--- config.mk ---
export PLATFORM = sky130hd
export DESIGN_NAME = curve_plotter_top
export DESIGN_NICKNAME = d
export VERILOG_FILES = /design/src/plot_pkg.sv /design/src/curve_plotter_top.sv /design/src/fixed_point_alu.sv /design/src/rpn_queue.sv /design/src/stack_machine.sv
export SDC_FILE = /design/constraint.sdc
export NUM_CORES = 2
export LEC_CHECK = 0
export BUFFER_PORTS_ARGS = -buffer_cell sky130_fd_sc_hd__buf_2
export CAP_MARGIN = 20
export CORE_ASPECT_RATIO = 0.7
export CORE_MARGIN = 3
export CORE_UTILIZATION = 60
export DETAILED_ROUTE_END_ITERATION = 12
export GPL_TIMING_DRIVEN = 1
export PLACE_DENSITY = 0.73
export SETUP_SLACK_MARGIN = 0.15
export SLEW_MARGIN = 10
export SYNTH_ARGS = -nofsm -noshare
export SYNTH_HDL_FRONTEND = slang
export SYNTH_HIERARCHICAL = 1
export SYNTH_SLANG_ARGS = --single-unit
--- constraint.sdc ---
create_clock -name clk -period 10.8 [get_ports clk]
set_clock_uncertainty 0.1 [all_clocks]
set_input_delay 2.16 -clock clk [delete_from_list [all_inputs] [get_ports clk]]
set_output_delay 2.16 -clock clk [all_outputs]
set_load 0.1 [all_outputs]
--- src/plot_pkg.sv ---
package plot_pkg;

    // Q8.8 signed number format
    localparam int INT_W  = 8;
    localparam int FRAC_W = 8;
    localparam int NUM_W  = INT_W + FRAC_W;

    // operand stack of the evaluator
    localparam int STACK_DEPTH = 64;

    typedef logic signed [NUM_W-1:0] number_t;

    // full-precision product and scaled intermediates
    typedef logic signed [2*NUM_W-1:0] product_t;

    typedef logic [2:0] op_code_t;

    localparam op_code_t OP_ADD = 3'd0;
    localparam op_code_t OP_SUB = 3'd1;
    localparam op_code_t OP_MUL = 3'd2;
    localparam op_code_t OP_DIV = 3'd3;
    localparam op_code_t OP_POW = 3'd4;
    // push the current x instead of a constant
    localparam op_code_t OP_VAR = 3'd6;

    // low bits of value carry the op code when is_op is set
    typedef struct packed {
        logic    is_op;
        number_t value;
    } token_t;

endpackage

--- src/curve_plotter_top.sv ---
`timescale 1ns/1ps

module curve_plotter_top
    import plot_pkg::*;
#(
    parameter int QUEUE_SIZE = 64,
    parameter int HOR_PIXELS = 640,
    parameter int VER_PIXELS = 480
) (
    input  logic                          clk,
    input  logic                          rst,
    input  logic                          clear,
    input  logic                          wr_en,
    input  token_t                        wr_token,
    input  logic                          start,
    input  logic [$clog2(HOR_PIXELS)-1:0] x_pos,
    output logic                          ready,
    output logic [$clog2(VER_PIXELS)-1:0] y_pos
);

    // queue read port
    logic [$clog2(QUEUE_SIZE)-1:0]   index;
    logic                            get;
    logic [$clog2(QUEUE_SIZE+1)-1:0] length;
    token_t                          rd_token;
    logic                            rd_ready;

    rpn_queue #(
        .QUEUE_SIZE (QUEUE_SIZE)
    ) i_queue (
        .clk      (clk),
        .rst      (rst),
        .clear    (clear),
        .wr_en    (wr_en),
        .wr_token (wr_token),
        .index    (index),
        .get      (get),
        .rd_token (rd_token),
        .rd_ready (rd_ready),
        .length   (length)
    );

    stack_machine #(
        .QUEUE_SIZE (QUEUE_SIZE),
        .HOR_PIXELS (HOR_PIXELS),
        .VER_PIXELS (VER_PIXELS)
    ) i_machine (
        .clk      (clk),
        .rst      (rst),
        .start    (start),
        .x_pos    (x_pos),
        .ready    (ready),
        .y_pos    (y_pos),
        .index    (index),
        .get      (get),
        .length   (length),
        .rd_token (rd_token),
        .rd_ready (rd_ready)
    );

endmodule

--- src/fixed_point_alu.sv ---
`timescale 1ns/1ps

module fixed_point_alu
    import plot_pkg::*;
(
    input  logic     clk,
    input  logic     rst,
    input  logic     start,
    input  op_code_t op,
    input  number_t  a,
    input  number_t  b,
    output logic     done,
    output number_t  result
);

    localparam int DIV_STEPS = NUM_W + FRAC_W;
    localparam int DIV_CNT_W = $clog2(DIV_STEPS + 1);
    // counter also holds a power exponent up to 127
    localparam int CNT_W = (INT_W > DIV_CNT_W) ? INT_W : DIV_CNT_W;

    localparam number_t ONE     = number_t'(1 << FRAC_W);
    localparam number_t MAX_POS = {1'b0, {(NUM_W-1){1'b1}}};

    typedef enum logic [1:0] {
        S_IDLE,
        S_DIV,
        S_POW
    } alu_state_t;

    alu_state_t state;
    logic [CNT_W-1:0] step_cnt;

    // divider registers
    logic [DIV_STEPS-1:0] div_quo;
    logic [NUM_W:0]       div_rem;
    logic [NUM_W-1:0]     div_dvs;
    logic                 div_neg;
    logic                 div_zero;

    logic [NUM_W:0]       rem_shift;
    logic [NUM_W+1:0]     rem_diff;
    logic [NUM_W:0]       rem_next;
    logic [DIV_STEPS-1:0] quo_next;
    number_t              quo_mag;

    // power state
    number_t                  pow_base;
    logic signed [INT_W-1:0]  b_int;

    function automatic number_t fx_mul(number_t x, number_t y);
        product_t prod;
        prod = x * y;
        return number_t'(prod >>> FRAC_W);
    endfunction

    function automatic logic [NUM_W-1:0] magnitude(number_t v);
        return v[NUM_W-1] ? NUM_W'(-v) : NUM_W'(v);
    endfunction

    assign b_int = b[NUM_W-1:FRAC_W];

    // one restoring step per cycle
    always_comb begin
        rem_shift = {div_rem[NUM_W-1:0], div_quo[DIV_STEPS-1]};
        rem_diff  = {1'b0, rem_shift} - {2'b00, div_dvs};
        if (rem_diff[NUM_W+1]) begin
            rem_next = rem_shift;
            quo_next = {div_quo[DIV_STEPS-2:0], 1'b0};
        end else begin
            rem_next = rem_diff[NUM_W:0];
            quo_next = {div_quo[DIV_STEPS-2:0], 1'b1};
        end
        quo_mag = number_t'(quo_next[NUM_W-1:0]);
    end

    always_ff @(posedge clk) begin
        if (rst) begin
            state <= S_IDLE;
            done  <= 1'b0;
        end else begin
            done <= 1'b0;
            case (state)
                S_IDLE: begin
                    if (start) begin
                        case (op)
                            OP_ADD: begin
                                result <= a + b;
                                done   <= 1'b1;
                            end
                            OP_SUB: begin
                                result <= a - b;
                                done   <= 1'b1;
                            end
                            OP_MUL: begin
                                result <= fx_mul(a, b);
                                done   <= 1'b1;
                            end
                            OP_DIV: begin
                                div_quo  <= {magnitude(a), FRAC_W'(0)};
                                div_rem  <= '0;
                                div_dvs  <= magnitude(b);
                                div_neg  <= a[NUM_W-1] ^ b[NUM_W-1];
                                div_zero <= (b == '0);
                                step_cnt <= CNT_W'(DIV_STEPS);
                                state    <= S_DIV;
                            end
                            OP_POW: begin
                                result <= ONE;
                                // negative or zero exponent gives one
                                if (b_int <= 0) begin
                                    done <= 1'b1;
                                end else begin
                                    pow_base <= a;
                                    step_cnt <= CNT_W'($unsigned(b_int));
                                    state    <= S_POW;
                                end
                            end
                            default: begin
                                result <= '0;
                                done   <= 1'b1;
                            end
                        endcase
                    end
                end
                S_DIV: begin
                    div_quo  <= quo_next;
                    div_rem  <= rem_next;
                    step_cnt <= step_cnt - 1'b1;
                    if (step_cnt == CNT_W'(1)) begin
                        if (div_zero) begin
                            result <= MAX_POS;
                        end else begin
                            result <= div_neg ? -quo_mag : quo_mag;
                        end
                        done  <= 1'b1;
                        state <= S_IDLE;
                    end
                end
                S_POW: begin
                    // result doubles as the accumulator
                    result   <= fx_mul(result, pow_base);
                    step_cnt <= step_cnt - 1'b1;
                    if (step_cnt == CNT_W'(1)) begin
                        done  <= 1'b1;
                        state <= S_IDLE;
                    end
                end
                default: state <= S_IDLE;
            endcase
        end
    end

endmodule

--- src/rpn_queue.sv ---
`timescale 1ns/1ps

module rpn_queue
    import plot_pkg::*;
#(
    parameter int QUEUE_SIZE = 64
) (
    input  logic                            clk,
    input  logic                            rst,
    input  logic                            clear,
    input  logic                            wr_en,
    input  token_t                          wr_token,
    input  logic [$clog2(QUEUE_SIZE)-1:0]   index,
    input  logic                            get,
    output token_t                          rd_token,
    output logic                            rd_ready,
    output logic [$clog2(QUEUE_SIZE+1)-1:0] length
);

    localparam int IDX_W = $clog2(QUEUE_SIZE);
    localparam int LEN_W = $clog2(QUEUE_SIZE + 1);

    token_t           mem [QUEUE_SIZE];
    logic [LEN_W-1:0] wr_ptr;
    logic             wr_ok;

    // full queue drops further writes
    assign wr_ok  = wr_en && !clear && (wr_ptr < LEN_W'(QUEUE_SIZE));
    assign length = wr_ptr;

    always_ff @(posedge clk) begin
        if (rst || clear) begin
            wr_ptr <= '0;
        end else if (wr_ok) begin
            wr_ptr <= wr_ptr + 1'b1;
        end
    end

    always_ff @(posedge clk) begin
        if (wr_ok) begin
            mem[wr_ptr[IDX_W-1:0]] <= wr_token;
        end
    end

    // registered read, ready one cycle after get
    always_ff @(posedge clk) begin
        if (rst) begin
            rd_ready <= 1'b0;
        end else begin
            rd_ready <= get;
        end
    end

    always_ff @(posedge clk) begin
        if (get) begin
            rd_token <= mem[index];
        end
    end

endmodule

--- src/stack_machine.sv ---
`timescale 1ns/1ps

module stack_machine
    import plot_pkg::*;
#(
    parameter int QUEUE_SIZE = 64,
    parameter int HOR_PIXELS = 640,
    parameter int VER_PIXELS = 480
) (
    input  logic                            clk,
    input  logic                            rst,
    input  logic                            start,
    input  logic [$clog2(HOR_PIXELS)-1:0]   x_pos,
    output logic                            ready,
    output logic [$clog2(VER_PIXELS)-1:0]   y_pos,
    output logic [$clog2(QUEUE_SIZE)-1:0]   index,
    output logic                            get,
    input  logic [$clog2(QUEUE_SIZE+1)-1:0] length,
    input  token_t                          rd_token,
    input  logic                            rd_ready
);

    localparam int IDX_W     = $clog2(QUEUE_SIZE);
    localparam int LEN_W     = $clog2(QUEUE_SIZE + 1);
    localparam int Y_W       = $clog2(VER_PIXELS);
    localparam int SP_W      = $clog2(STACK_DEPTH + 1);
    localparam int STK_IDX_W = $clog2(STACK_DEPTH);
    localparam int ROW_W     = 2*NUM_W - FRAC_W;

    // pixels per world unit
    localparam int SCALE     = 20;
    // offset column is pre-divided by 4 so it fits Q8.8, the ALU divides by 5
    localparam int PRE_SHIFT = 2;
    localparam number_t X_DIVISOR = number_t'((SCALE >> PRE_SHIFT) << FRAC_W);

    typedef enum logic [3:0] {
        S_READY,
        S_XFORM_X,
        S_FETCH,
        S_FETCH_WAIT,
        S_ANALYZE,
        S_PUSH_VAR,
        S_PUSH_VAL,
        S_OPERATE,
        S_OPERATE_WAIT,
        S_XFORM_Y,
        S_CLAMP_Y
    } sm_state_t;

    sm_state_t        state;
    number_t          x_world;
    token_t           token;
    logic [LEN_W-1:0] tok_cnt;

    // operand stack
    number_t          stack [STACK_DEPTH];
    logic [SP_W-1:0]  sp;
    logic [SP_W-1:0]  sp_m1;
    logic [SP_W-1:0]  sp_m2;
    logic             stk_full;
    logic             stk_we;
    logic [SP_W-1:0]  stk_waddr;
    number_t          stk_wdata;

    logic     alu_start;
    logic     alu_done;
    op_code_t alu_op;
    number_t  alu_a;
    number_t  alu_b;
    number_t  alu_result;

    product_t         x_off;
    number_t          x_scaled;
    number_t          bottom;
    product_t         row_fx;
    logic [ROW_W-1:0] row_int;

    fixed_point_alu i_alu (
        .clk    (clk),
        .rst    (rst),
        .start  (alu_start),
        .op     (alu_op),
        .a      (alu_a),
        .b      (alu_b),
        .done   (alu_done),
        .result (alu_result)
    );

    assign ready    = (state == S_READY);
    assign index    = tok_cnt[IDX_W-1:0];
    assign sp_m1    = sp - 1'b1;
    assign sp_m2    = sp - 2'd2;
    assign stk_full = (sp == SP_W'(STACK_DEPTH));

    // column offset from screen centre, scaled into Q8.8
    assign x_off    = product_t'(x_pos) - product_t'(HOR_PIXELS / 2);
    assign x_scaled = number_t'(x_off <<< (FRAC_W - PRE_SHIFT));

    // empty stack evaluates to zero
    assign bottom   = (sp != '0) ? stack[0] : '0;
    // integer part, negative rows read as large unsigned values
    assign row_int  = row_fx[2*NUM_W-1:FRAC_W];

    always_comb begin
        stk_we    = 1'b0;
        stk_waddr = sp;
        stk_wdata = x_world;
        case (state)
            S_PUSH_VAR: begin
                stk_we = !stk_full;
            end
            S_PUSH_VAL: begin
                stk_we    = !stk_full;
                stk_wdata = token.value;
            end
            S_OPERATE_WAIT: begin
                stk_we    = alu_done;
                stk_waddr = sp_m2;
                stk_wdata = alu_result;
            end
            default: begin
                stk_we = 1'b0;
            end
        endcase
    end

    always_ff @(posedge clk) begin
        if (stk_we) begin
            stack[stk_waddr[STK_IDX_W-1:0]] <= stk_wdata;
        end
    end

    always_ff @(posedge clk) begin
        if (rst) begin
            state     <= S_READY;
            get       <= 1'b0;
            alu_start <= 1'b0;
            tok_cnt   <= '0;
            sp        <= '0;
            y_pos     <= '0;
        end else begin
            get       <= 1'b0;
            alu_start <= 1'b0;
            case (state)
                S_READY: begin
                    if (start) begin
                        tok_cnt   <= '0;
                        alu_op    <= OP_DIV;
                        alu_a     <= x_scaled;
                        alu_b     <= X_DIVISOR;
                        alu_start <= 1'b1;
                        state     <= S_XFORM_X;
                    end
                end
                S_XFORM_X: begin
                    if (alu_done) begin
                        x_world <= alu_result;
                        state   <= S_FETCH;
                    end
                end
                S_FETCH: begin
                    if (length <= tok_cnt) begin
                        state <= S_XFORM_Y;
                    end else begin
                        get   <= 1'b1;
                        state <= S_FETCH_WAIT;
                    end
                end
                S_FETCH_WAIT: begin
                    if (rd_ready) begin
                        token   <= rd_token;
                        tok_cnt <= tok_cnt + 1'b1;
                        state   <= S_ANALYZE;
                    end
                end
                S_ANALYZE: begin
                    if (token.is_op && token.value[2:0] == OP_VAR) begin
                        state <= S_PUSH_VAR;
                    end else if (token.is_op) begin
                        alu_op <= token.value[2:0];
                        state  <= S_OPERATE;
                    end else begin
                        state <= S_PUSH_VAL;
                    end
                end
                S_PUSH_VAR, S_PUSH_VAL: begin
                    if (!stk_full) begin
                        sp <= sp + 1'b1;
                    end
                    state <= S_FETCH;
                end
                S_OPERATE: begin
                    // underflow ends the formula early
                    if (sp < SP_W'(2)) begin
                        state <= S_XFORM_Y;
                    end else begin
                        alu_a     <= stack[sp_m2[STK_IDX_W-1:0]];
                        alu_b     <= stack[sp_m1[STK_IDX_W-1:0]];
                        alu_start <= 1'b1;
                        state     <= S_OPERATE_WAIT;
                    end
                end
                S_OPERATE_WAIT: begin
                    if (alu_done) begin
                        sp    <= sp_m1;
                        state <= S_FETCH;
                    end
                end
                S_XFORM_Y: begin
                    row_fx <= (product_t'(VER_PIXELS / 2) <<< FRAC_W)
                              - product_t'(bottom) * SCALE;
                    state  <= S_CLAMP_Y;
                end
                S_CLAMP_Y: begin
                    if (row_int > ROW_W'(VER_PIXELS)) begin
                        y_pos <= Y_W'(VER_PIXELS);
                    end else begin
                        y_pos <= row_int[Y_W-1:0];
                    end
                    sp    <= '0;
                    state <= S_READY;
                end
                default: state <= S_READY;
            endcase
        end
    end

endmodule

==> results.toml <==
[logic_synthesis]
syn_nets = 7699
yosys.area.top_type = "edfxtp_1"
synthAdderAreaFrac_pct = 8.677
post_synth_xor_area_fraction_pct = 1.456
yosysMostFrequentCell = "edfxtp_1"
yosysWarnings = 6
synth_ff_type = "edfxtp_1"
synthMuxAreaShare_pct = 18.48
synth_top_family_by_area = "multiplexers"
netlist_top_cells_area = "edfxtp_1 (59%), mux4_2 (17%), fa_1 (6.3%)"
ys_types = 97
syn_area_um2 = 118500
netlist_instances = 7070
synth_top_area_share_pct = 58.52
postSynth.asyncResetShare_pct = 0
seq_area_frac_synth_pct = 59.20
synth-edff-count = 2310
syn_avg_cell_area_um2 = 16.77
synthSimpleGateAreaFrac_pct = 5.306
synth-seq-cells = 2350
yosys-top-cells-count = "edfxtp_1 (2,310), mux4_2 (886), inv_1 (559), nand2_1 (468), fa_1 (375)"
synth_compound_area_share_pct = 3.478

[sta]
max_freq_mhz = 139.3
timing.setup.tns_ns = 0
setup_viol = 0
finalCritPeriodShare_pct = 66.48
worst_slew_pin_slew_ns = 1.322
slew_headroom_pct = 11.31
slew_violations = 0
rsz0062_at_grt = "no"
finalHoldViolations = 0
period_needed_ns = 7.179

[floorplan]
die_w_um = 537.2
coreArea_um2 = 194900
die_h_um = 377.9
num_rows = 135
dieArea_um2 = 203000
io_pins = 42
start_util_pct = 60.81

[min_path]
hold_start = "i_queue/rd_token[14]"
min_path_type = "flip-flop to flip-flop"

[setup_path]
crit_buf_inv = 4
crit_top_cell = "fa_1"
crit_slowest_cell = "o32ai_1"
cp_data_required_time_ns = 11.23
worstPathCellList = "and2_1, fa_1, inv_1, fa_1, inv_1, ha_1, fa_1, fa_1, inv_1, fa_1, inv_1, ha_1, a21oi_1, and3_1, o21ai_1, o32ai_1, a21oi_1, a41oi_1, xnor2_1, a221oi_1, a41oi_1"
startpoint_type = "flip-flop"
crit-reg2reg-launch = "i_machine/alu_a[2]"
worstPathMaxFanout = 22
worstSetupStartpoint = "i_machine/alu_a[2]"
endpoint_kind = "flip-flop"
critPathTopFamily = "adder cells"
worst-setup-path-type = "flip-flop to flip-flop"
slowest_delay_ns = 0.81
arrival_ns = 7.61

[clocking]
root_buffer = "clkbuf_16"
cts_resized = 0
cts_tree = "done"
cts.sinks = 2350
numCtsBuffers = 217
clkTransAtPathRegs_ns = 0.07
postCtsHoldBufs = 0
htreeDepth = 4
post-cts-setup-buffers = 0
clk_latency_ns = 0.90
cts_max_path_buffers = 4

[placed_design]
dp.cells = 9522
placed_cell_area_um2 = 122300
gp_congestion = 0.8907
dp_hpwl_mm = 198.2
portBuffers = 41

[routing]
drtIter0Drc = 10110
vias = 67710
via_per_inst = 6.820
wirelength_mm = 311.8
antenna_left = 0
wl_per_cell_um = 31.40
drc = 0
firstDrtPassIters = 6

[global_routing]
grt_pass1_vias = 66530
overflow = 0
grt_max_degree = 114
grt_first_pass_wirelength_mm = 457.4
grtUsageTotal_pct = 31.07
antenna_found_initial = 11

[layout]
final_cells = 9929
finalInstanceArea_um2 = 129100
final_net_count = 7775
drive_gt1_share_pct = 23.25
synthToLayoutAreaGrowth_pct = 8.937

[run_status]
outcome = "finished clean"

[power_and_ir_drop]
power_density_nw_per_um2 = 245.4
ir_drop_mv = 0.8487
leakagePower_nw = 43.08

[flow_run]
max_cap_viol_count = 0
[path summary, 6_finish.rpt]
kind | endpoint | slack, ns | depth (start not counted)
worst max-delay path | i_machine/i_alu/result[14] | 3.62 | 21
worst min-delay path | i_machine/token[14] | 0.32 | 0
worst max register to register | i_machine/i_alu/result[14] | 3.62 | 21
worst min register to register | i_machine/token[14] | 0.32 | 0
[state kept, by name, summed over array words and instances (netlist names), 7 cells and up]
signal	cells
i_machine/token	17
i_machine/i_alu/div_rem	16
i_machine/alu_a	16
i_queue/rd_token	17
i_queue/length	7
i_machine/i_alu/div_quo	24
i_machine/tok_cnt	7
i_queue/mem	1088
i_machine/i_alu/result	16
i_machine/stack	1024
i_machine/x_world	16
i_machine/i_alu/div_dvs	16
i_machine/row_fx	15
i_machine/sp	7
i_machine/i_alu/pow_base	16
i_machine/i_alu/step_cnt	8
i_machine/y_pos	9
i_machine/alu_b	16
[placed cells by master (no fill, tap or decap), drive strengths merged, types with 14 or more instances in the layout]
cell type	netlist	final
mux4	886	886
a311oi	15	15
o22ai	48	48
fa	375	375
a21o	26	26
xor2	77	77
inv	559	564
nor4	30	30
xnor2	114	114
o31ai	19	19
or3	20	20
nand4	22	22
o211a	23	23
clkbuf	236	283
nand3	42	42
a211oi	70	70
and2	268	268
a22oi	44	44
a21boi	16	16
ha	222	222
o21ai	94	94
nand2	468	468
nor2	256	256
nor2b	31	31
nor3	54	54
nand2b	27	27
a21oi	98	98
o21a	18	18
edfxtp	2310	2310
mux2i	87	87
or2	19	19
mux2	96	96
buf	186	274
dfxtp	40	40
clkinv	2	96
a31oi	19	19
nor3b	14	14
[cell type report]
cell class                      count  area (um2)
Sequential cell                  2350       70190
Timing Repair Buffer              279        2145
Multi-Input combinational cell   3737       44740
Antenna cell                        4       10.01
Clock inverter                    117       929.6
Fill cell                       13020       65800
Clock buffer                      278        5753
Inverter                          561        2106
Tap cell                         2603        3257
[report_power, final]
group	switching, mW	total, mW	internal (mW)
registers	0.198	10.4	10.2
logic	8.23	13.8	5.59
clock network	3.34	7.41	4.07
[cell families (layout without fill, tap and decap cells)]
family | count (synthesis) | count (layout)
DFF | 2350 | 2350
and+or+nand+nor | 1292 | 1292
muxes | 1069 | 1069
buffers and inverters | 983 | 1235
adders and majority gates | 597 | 597
AOI/OAI and AO/OA | 586 | 586
xor gates and xnor gates | 193 | 193
other | 0 | 4
[routing by layer]
metal | wire length [um] | GRT usage, %
met5 | 63 | 0
met2 | 133900 | 43.25
met1 | 121600 | 47.50
met4 | 6730 | 6.330
met3 | 49450 | 11.63
[per-stage QoR]
step | total power, mW | hold WS (ns) | setup slack (ns) | util, %
5_1_grt | 33.56 | 0.3046 | 3.326 | 66.24
6_report | 31.68 | 0.3197 | 3.621 | 66.24
3_3_place_gp | 23.96 | 0.3010 | 3.807 | 62.69
4_1_cts | 31.58 | 0.3050 | 3.682 | 66.18
2_1_floorplan | 20.39 | 0.3003 | 4.265 | -
3_5_place_dp | 24.18 | 0.3045 | 3.673 | 62.75
(Power assumes the default switching activity.)
